<file path="src/design/tpu_types_pkg.sv">
////////////////////
// Lane datapath types
////////////////////

package tpu_types_pkg;

	typedef logic [31:0] data_t;		// One lane word
	typedef logic [2:0]  reg_idx_t;		// Register number inside a lane
	typedef logic [1:0]  lane_idx_t;	// Lane number, also the rotation amount
	typedef logic [4:0]  path_t;		// Path select, see layout below

	localparam int NUM_REGS = 8;		// Registers per lane

	// Path select layout
	//   bit 4     take the value from a rotated lane
	//   bits 3:0  rotation, low lane_idx_t bits count
	//   bits 1:0  local choice when bit 4 is clear
	localparam int PATH_ROT_BIT = 4;

	localparam logic [1:0] PATH_SCALAR = 2'd0;	// Scalar, or ALU result on write-back
	localparam logic [1:0] PATH_SRC1   = 2'd1;	// Local source 1
	localparam logic [1:0] PATH_SRC2   = 2'd2;	// Local source 2, code 3 too

endpackage

</file>
<file path="src/design/tpu_isa_pkg.sv">
////////////////////
// Instruction set and register map
////////////////////

package tpu_isa_pkg;

	typedef enum logic [2:0] {
		OP_ADD  = 3'd0,
		OP_SUB  = 3'd1,
		OP_MUL  = 3'd2,
		OP_AND  = 3'd3,
		OP_XOR  = 3'd4,
		OP_PASS = 3'd5
	} opcode_e;

	// Command word as written to ADDR_CMD
	typedef struct packed {
		logic [2:0]           rsvd_31;	// 31:29
		tpu_types_pkg::path_t wb_path;	// 28:24
		logic [2:0]           rsvd_23;	// 23:21
		tpu_types_pkg::path_t src_path;	// 20:16
		logic                 rsvd_15;
		tpu_types_pkg::reg_idx_t src2;	// 14:12
		logic                 rsvd_11;
		tpu_types_pkg::reg_idx_t src1;	// 10:8
		logic                 rsvd_7;
		tpu_types_pkg::reg_idx_t dst;	// 6:4
		logic                 rsvd_3;
		opcode_e              opcode;	// 2:0
	} instr_t;

	typedef logic [11:0] axi_addr_t;	// Byte address on the AXI4-Lite port
	typedef logic [1:0]  axi_resp_t;

	localparam axi_resp_t RESP_OKAY   = 2'b00;
	localparam axi_resp_t RESP_SLVERR = 2'b10;

	localparam axi_addr_t ADDR_REG_BASE = 12'h000;	// (lane*8+reg)*4 from here
	localparam axi_addr_t ADDR_CMD      = 12'h100;
	localparam axi_addr_t ADDR_SCALAR   = 12'h104;
	localparam axi_addr_t ADDR_STATUS   = 12'h108;	// Bit 0 is busy

endpackage

</file>
<file path="src/design/lane_exec.sv">
////////////////////
// Lane ALU
////////////////////

module lane_exec (
	input  logic                  clock,
	input  logic                  rst_n,
	input  logic                  ex_en,
	input  tpu_isa_pkg::opcode_e  opcode,
	input  tpu_types_pkg::data_t  opnd_a,
	input  tpu_types_pkg::data_t  opnd_b,
	output tpu_types_pkg::data_t  result
);
	import tpu_isa_pkg::*;

	// Result held until the next instruction executes
	always_ff @(posedge clock) begin
		if (!rst_n) begin
			result <= '0;
		end else if (ex_en) begin
			case (opcode)
				OP_ADD:  result <= opnd_a + opnd_b;
				OP_SUB:  result <= opnd_a - opnd_b;
				OP_MUL:  result <= opnd_a * opnd_b;	// Low 32 bits
				OP_AND:  result <= opnd_a & opnd_b;
				OP_XOR:  result <= opnd_a ^ opnd_b;
				OP_PASS: result <= opnd_a;
				default: result <= '0;			// Undefined codes
			endcase
		end
	end

endmodule

</file>
<file path="config.mk">
export PLATFORM = sky130hd
export DESIGN_NAME = lane_exec
export DESIGN_NICKNAME = d
export VERILOG_FILES = /design/src/design/tpu_types_pkg.sv /design/src/design/tpu_isa_pkg.sv /design/src/design/lane_exec.sv
export SDC_FILE = /design/constraint.sdc
export NUM_CORES = 1
export LEC_CHECK = 0
export ABC_AREA = 0
export BUFFER_PORTS_ARGS = -buffer_cell sky130_fd_sc_hd__buf_2
export CAP_MARGIN = 20
export CORE_UTILIZATION = 65
export CTS_CLUSTER_DIAMETER = 80
export DETAILED_ROUTE_END_ITERATION = 10
export GPL_TIMING_DRIVEN = 0
export PLACE_DENSITY = 0.84
export REMOVE_ABC_BUFFERS = 1
export SLEW_MARGIN = 10
export SYNTH_ARGS = -nofsm -noshare
export SYNTH_HDL_FRONTEND = slang
export SYNTH_SLANG_ARGS = --single-unit
export TNS_END_PERCENT = 20
</file>
<file path="constraint.sdc">
create_clock -name clock -period 9.1 [get_ports clock]
set_clock_uncertainty 0.05 [all_clocks]
set_input_delay 0.455 -clock clock [delete_from_list [all_inputs] [get_ports clock]]
set_output_delay 0.455 -clock clock [all_outputs]
set_load 0.05 [all_outputs]
</file>
# Word-level counts from Yosys, hierarchy flattened
# Index checks and enable logic that the tools add are counted.
[classes] n_reduce_logical=1 n_bitwise=2 muxes=1 shifts=0 n_mul=1 n_eq_ne=5 n_addsub=2 n_div=0 n_lt_le_gt_ge=0
[op_table] cell="one-hot mux 32 bit (6 select lines)" count=1
[op_table] cell="adder 32 bit" count=1
[op_table] cell="bitwise AND 32 bit" count=1
[op_table] cell="multiplier 32 x 32 -> 32 bit" count=1
[op_table] cell="subtractor 32 bit" count=1
[op_table] cell="XOR 32 bit" count=1
[op_table] cell="== test 3 x 2 -> 1 bit (second input constant)" count=2
[op_table] cell="== test 3 bit (second input constant)" count=2
[op_table] cell="== test 3 x 1 -> 1 bit (second input constant)" count=1
[op_table] cell="zero test 3 bit" count=1
[totals] rom_bits=0 inputBits=70 ramBits=0 reg_bits=32 memories=0 latchBits=0 word_cells=13 output_inout_bits=32

# Longest topological paths before layout
# Gate-level depths: netlist of the first run.
[logic_depth] ltp_word=2 mapped_depth=28 mapped_depth_nobuf=26

# Worst setup path after synthesis of the first run
# OpenSTA, ideal clock, no wires.
[synth_timing] path_type="input to register" start="input port opnd_a[12]" end="register result[31]" n_path_buf=2 setup_ns=0.127 path_slack_ns=1.793 arrival_ns=7.130 cell_stages=26 required_time_ns=8.923 cell_sequence="clkbuf_1 > clkbuf_1 > and2_1 > fa_1 > fa_1 > fa_1 > inv_1 > fa_1 > inv_1 > fa_1 > inv_1 > fa_1 > inv_1 > fa_1 > fa_1 > ha_1 > a21oi_1 > o211ai_1 > a21boi_1 > o21a_1 > o21ai_2 > a41o_1 > o41a_1 > a31oi_1 > xnor2_1 > o22ai_2"
[synth_via] elab_chain_cells=2
[synth_rtl] element="from (decl)" line_no="lane_exec.sv:10" text="input tpu_types_pkg::data_t opnd_a,"
[synth_rtl] element="multiplier 32 x 32 -> 32 bit (tied with other cells)" line_no="lane_exec.sv:24" text="OP_MUL: result <= opnd_a * opnd_b;"
[synth_rtl] element="one-hot mux 32 bit (6 select lines) *" line_no="lane_exec.sv:21" text="case (opcode)"
[synth_rtl] element="to (signal assigned)" line_no="lane_exec.sv:22" text="OP_ADD: result <= opnd_a + opnd_b;"
[synth_rtl] element="to (signal assigned)" line_no="lane_exec.sv:24"
[synth_rtl] element="to (signal assigned)" line_no="lane_exec.sv:25" text="OP_AND: result <= opnd_a & opnd_b;"
[synth_rtl] element="to (decl)" line_no="lane_exec.sv:12" text="output tpu_types_pkg::data_t result"
# Mark *: on every way between the ends. The rest lies on a longest branch, timed or not.
# A chain may end at the register's enable or synchronous reset.

# Final worst setup path of the first run
[layout_timing] start="input port opnd_b[7]" end="register result[29]"
[layout_via] elab_chain_cells=2
[layout_rtl] element="from (decl)" line_no="lane_exec.sv:11" text="input tpu_types_pkg::data_t opnd_b,"
[layout_rtl] element="multiplier 32 x 32 -> 32 bit (tied with other cells)" line_no="lane_exec.sv:24"
[layout_rtl] element="one-hot mux 32 bit (6 select lines) *" line_no="lane_exec.sv:21"
# Marks and branches as above.

==> results of run 1 <==
## final cells by class
type / count / share of cell area
inverters: 396 / 0.0702
repair buffers: 107 / 0.0277
clock buffers: 5 / 0.00591
multi-input cells: 1782 / 0.842
flip-flops and latches: 32 / 0.0303
well taps: 396 / 0.0234
## layer usage
metal  part of all wire  vias up
li1                   -     7230
met1               0.37     8437
met2               0.46      991
met3               0.11      233
met4              0.056        0
met5                  0        -
## Yosys cell counts (3+ instances only)
library cell / number / area share
a21oi_1: 76 / 0.019
and2_1: 302 / 0.092
a31oi_1: 12 / 0.0037
xor2_1: 35 / 0.015
a21o_1: 19 / 0.0070
a211o_1: 5 / 0.0021
o21bai_1: 7 / 0.0026
o211ai_1: 8 / 0.0029
xnor2_1: 100 / 0.043
and3_1: 3 / 0.00092
nor4_1: 3 / 0.00092
o21ai_1: 4 / 0.00098
nand4_1: 6 / 0.0018
mux2_2: 7 / 0.0038
ha_1: 187 / 0.11
clkbuf_1: 125 / 0.023
o2bb2ai_1: 3 / 0.0013
or3_1: 3 / 0.00092
dfxtp_1: 32 / 0.031
nand2_1: 276 / 0.051
fa_1: 409 / 0.40
a22oi_1: 9 / 0.0033
buf_1: 7 / 0.0013
o21a_1: 12 / 0.0044
nor3_1: 14 / 0.0034
a221oi_1: 26 / 0.011
nand3_1: 11 / 0.0027
inv_1: 396 / 0.073
o21ai_0: 62 / 0.015
buf_2: 4 / 0.00098
o221ai_1: 4 / 0.0017
nor2b_1: 14 / 0.0043
nor3b_1: 3 / 0.0011
o31ai_1: 4 / 0.0015
nor2_1: 66 / 0.012
mux2i_1: 28 / 0.014
a211oi_1: 8 / 0.0029
o22ai_1: 3 / 0.00092
## layout by cell type, fill, tap and decap left out, types with 4 or more instances in the layout
cell type / instances
fa_1: 409
inv_1: 396
and2_1: 302
nand2_1: 276
ha_1: 187
buf_2: 101
xnor2_1: 100
a21oi_1: 76
nor2_1: 65
o21ai_0: 62
xor2_1: 35
dfxtp_1: 32
mux2i_1: 28
a221oi_1: 26
a21o_1: 19
nor2b_1: 14
nor3_1: 13
a31oi_1: 12
o21a_1: 12
nand3_1: 11
a22oi_1: 9
o211ai_1: 8
a211oi_1: 8
mux2_2: 7
o21bai_1: 7
nand4_1: 6
a211o_1: 5
clkbuf_16: 5
o21ai_1: 4
o31ai_1: 4
o221ai_1: 4
## worst max-delay path, stage by stage
cell      delay [ns]
buf_2           0.60
and2_1          0.26
fa_1            0.46
fa_1            0.51
fa_1            0.51
inv_1           0.05
fa_1            0.48
inv_1           0.06
fa_1            0.50
inv_1           0.05
fa_1            0.54
inv_1           0.05
fa_1            0.49
fa_1            0.44
ha_1            0.35
a21oi_1         0.31
o211ai_1        0.19
a21boi_1        0.22
o21a_1          0.14
o21ai_2         0.07
a41o_1          0.25
o41a_1          0.38
xor2_1          0.30
nand2_1         0.12
a221oi_2        0.23
## metrics by stage
step | cells | instance area [um2]
CTS | 2717 | 21100
global route | 2718 | 21200
finish | 2718 | 21200
floorplan | 2210 | 19900
global placement | 2707 | 21000
detailed placement | 2712 | 21000
## final timing paths
kind | from | endpoint | depth (start not counted)
min reg2reg | result[8] | result[8] | 2
min | result[8] | result[8] | 2
max reg2reg | result[30] | result[30] | 7
max | opnd_b[7] | result[29] | 25
## cell families (layout without fill, tap and decap cells)
logic type | after synthesis | in the layout | synth area share
and+or+nand+nor | 722 | 722 | 0.181
adders and majority gates | 596 | 596 | 0.514
buffers and inverters | 534 | 508 | 0.0984
AOI/OAI and AO/OA | 293 | 293 | 0.0995
xor gates and xnor gates | 136 | 136 | 0.0585
muxes | 35 | 35 | 0.0175
DFF | 32 | 32 | 0.0313
==> qor.csv, run 1 <==
metric,value,unit
largest_register_ffs,32,
clk_latency,0.28,ns
rrSetupSlack,7.42,ns
num_vias,16891,
synth_edf_count,0,
antenna_found_initial,0,
hold_viol,0,
grtUsageMet2,0.634,
setup_tns,0,ns
fp.dieW,179,um
grt_use_total,0.390,
cts_resized,0,
cts_buffers,5,
grt_first_pass_wirelength,97400,um
status,"complete, no violations",
grt.busiest_layer,met2,
drt_wl_total,60200,um
tightest_slew,1.05,ns
grt_max_degree,45,
utilization,0.686,
use_met1,0.501,
hold_slack,0.443,ns
initial_core_util,0.664,
core.rowCount,64,
grt_util_met3,0.0768,
drive_gt1_frac,0.0646,
crit_fanout,30,
multi_input_area,17800,um2
area_delta_synth_final,3.35,%
pre_cts_slack,1.13,ns
cts-hold-fix-buffers,0,
overflow,0,
firstDrtPassIters,8,
setup_viol,0,
dpl.hpwl,44500,um
drtIter0Drc,1584,
seqCellArea,641,um2
rsz0062_at_grt,false,
yosysWarnings,0,
ioPinCount,102,
place_congestion,0.936,
avgViaCountPerCell,6.21,
diodes,0,
cp.required,9.24,ns
fillers,2403,
synth_cell_type_count,82,
path_class,input port to flop,
detail_route.wl_per_cell,22.1,um
drc,0,
drv_cap,0,
final_max_slew_viol_count,0,
ys_seq_area_frac,0.0313,
nNetsFinal,2990,
largestRegisters,result (32),
htree_levels,2,
setup_ws,1.21,ns
synth_ff_type,dfxtp_1,
clk_path_buf_depth,2,
ant_nets,0,
arrival,8.03,ns
fin_crit,7.89,ns
synth_area_per_cell,8.72,um2
fmax,127,MHz
post_cts.repair.setup_buffers,0,
worst_setup_path_end_kind,flop,
regMostFlops,result,
ys_ff_latch,32,
crit_path_start_kind,input port,
synth_async_sr_flop_share,0,
clkTransAtPathRegs,0.05,ns
die-area,32200,um2
die_h,179,um
syn_area,20500,um2
core,30800,um2
numPortBuffers,101,
netlist_instances,2348,
maxSlewHeadroom,0.301,
first_global_vias,18324,
cts.sinks,32,
tritoncts,built,
root_buffer,clkbuf_16,
post-route-period-util,0.867,
hold_path.class,flop to flop,
Power of run 1 is left out: the tool's default activity adds up to more than one toggle a clock period on the data nets, which glitch-free logic cannot reach.
==> run 2: changes to the inputs <==
--- a/config.mk
+++ b/config.mk
@@ -7,7 +7,6 @@
 export LEC_CHECK = 0
 export ABC_AREA = 0
 export BUFFER_PORTS_ARGS = -buffer_cell sky130_fd_sc_hd__buf_2
-export CAP_MARGIN = 20
 export CORE_UTILIZATION = 65
 export CTS_CLUSTER_DIAMETER = 80
 export DETAILED_ROUTE_END_ITERATION = 10
==> constraint.sdc (replaced) <==
create_clock -name clock -period 9.1 [get_ports clock]
set_clock_uncertainty 0.05 [all_clocks]
set_input_delay 1.365 -clock clock [delete_from_list [all_inputs] [get_ports clock]]
set_output_delay 1.365 -clock clock [all_outputs]
set_load 0.05 [all_outputs]
==> run 2 against run 1 <==
- design area down 0.18%
- register-to-register slack better by 0.02 ns
- cell count decreased by 0.11%
- routed wire length shrank 0.31%
- sequential share of layout area barely moved
- non-clock buffer count decreased by 3
- worst setup slack got worse by 0.87 ns
- via count decreased by 0.70%
- maximum frequency is 9.9% lower
- critical endpoint is now result[31]
==> qor.csv, run 2 (synthesis gave the netlist of run 1 again) <==
metric,value,unit
final_max_slew_viol_count,0,
final_common_cell,fa_1,
rrSetupSlack,7.44,ns
initial_core_util,0.664,
first_global_vias,18120,
core.rowCount,64,
cp_slowest_cell,buf_2,
maxSlewHeadroom,0.138,
post-route-period-util,0.962,
clk_path_buf_depth,2,
crit_fanout,29,
antenna_found_initial,1,
grt_use_total,0.390,
fmax,114,MHz
drt_wl_total,60000,um
critical_path_buf_inv_count,5,
area_delta_synth_final,3.17,%
cp_slowest_stage_delay,0.55,ns
setup_tns,0,ns
diodes,0,
crit_path_start_kind,input port,
numPortBuffers,101,
dpl.hpwl,44300,um
htree_levels,2,
largestRegisters,result (32),
tritoncts,built,
arrival,8.86,ns
multi_input_area,17800,um2
fillers,2379,
setup_viol,0,
grt_first_pass_wirelength,97100,um
rsz0062_at_grt,false,
post_cts.repair.setup_buffers,0,
root_buffer,clkbuf_16,
cts_resized,0,
fp.dieW,179,um
cts-hold-fix-buffers,0,
grt_max_degree,45,
overflow,0,
cts_buffers,5,
layout_common_cells,"fa_1 (409), inv_1 (396), and2_1 (302)",
largest_register_ffs,32,
drv_cap,0,
ant_nets,0,
nNetsFinal,2987,
ioPinCount,102,
hold_path.class,flop to flop,
core,30800,um2
drc,0,
die_h,179,um
die-area,32200,um2
tightest_slew,1.29,ns
drtIter0Drc,1493,
detail_route.wl_per_cell,22.1,um
seqCellArea,641,um2
cp.required,9.21,ns
avgViaCountPerCell,6.18,
critPathMostFrequentCell,fa_1,
clkTransAtPathRegs,0.05,ns
path_delay_family,adder cells,
worst_setup_path_end_kind,flop,
num_vias,16772,
fin_crit,8.76,ns
cts.sinks,32,
status,"complete, no violations",
regMostFlops,result,
hold_viol,0,
clk_latency,0.28,ns
drive_gt1_frac,0.0638,
path_class,input port to flop,
firstDrtPassIters,7,
place_congestion,0.936,
run 2: cell types whose count changed in the layout (fill, tap and decap cells not counted), sizes merged:
cell,previous run,this run
buf,107,102
clkbuf,5,7
run 2: layout make-up:
type,count,area share
clock buffers,5,0.00592
inverters,396,0.0704
multi-input cells,1782,0.844
flip-flops and latches,32,0.0303
well taps,396,0.0235
repair buffers,104,0.0258
run 2: final timing paths:
check                  start         end  cells past startpoint
hold / removal     result[0]   result[0]                      2
setup reg to reg  result[30]  result[30]                      7
hold reg to reg    result[0]   result[0]                      2
setup / recovery   opnd_b[5]  result[31]                     25
run 2: per-layer routing:
layer | up-vias | wire [um] | global-route usage | share of wire
met5 | - | 13 | 0 | 0.00022
met4 | 2 | 3330 | 0.182 | 0.056
met3 | 223 | 6560 | 0.0768 | 0.11
met2 | 960 | 27500 | 0.633 | 0.46
met1 | 8373 | 22600 | 0.507 | 0.38
li1 | 7214 | - | - | -
run 2: per-stage QoR:
stage | util | area (um2) | hold slack (ns) | setup slack [ns] | instances
floorplan | - | 19900 | 0.651 | 1.26 | 2210
global placement | 0.680 | 21000 | 0.421 | 0.128 | 2707
detailed placement | 0.681 | 21000 | 0.433 | 0.170 | 2710
CTS | 0.685 | 21100 | 0.443 | 0.410 | 2715
global route | 0.685 | 21100 | 0.466 | 0.0326 | 2715
finish | 0.685 | 21100 | 0.443 | 0.343 | 2715
run 2: worst min-delay path: stages (launching register included):
cell	delay, ns
dfxtp_1	0.31
nor2_1	0.08
a211oi_1	0.06
Power of run 2 is left out for the same reason.
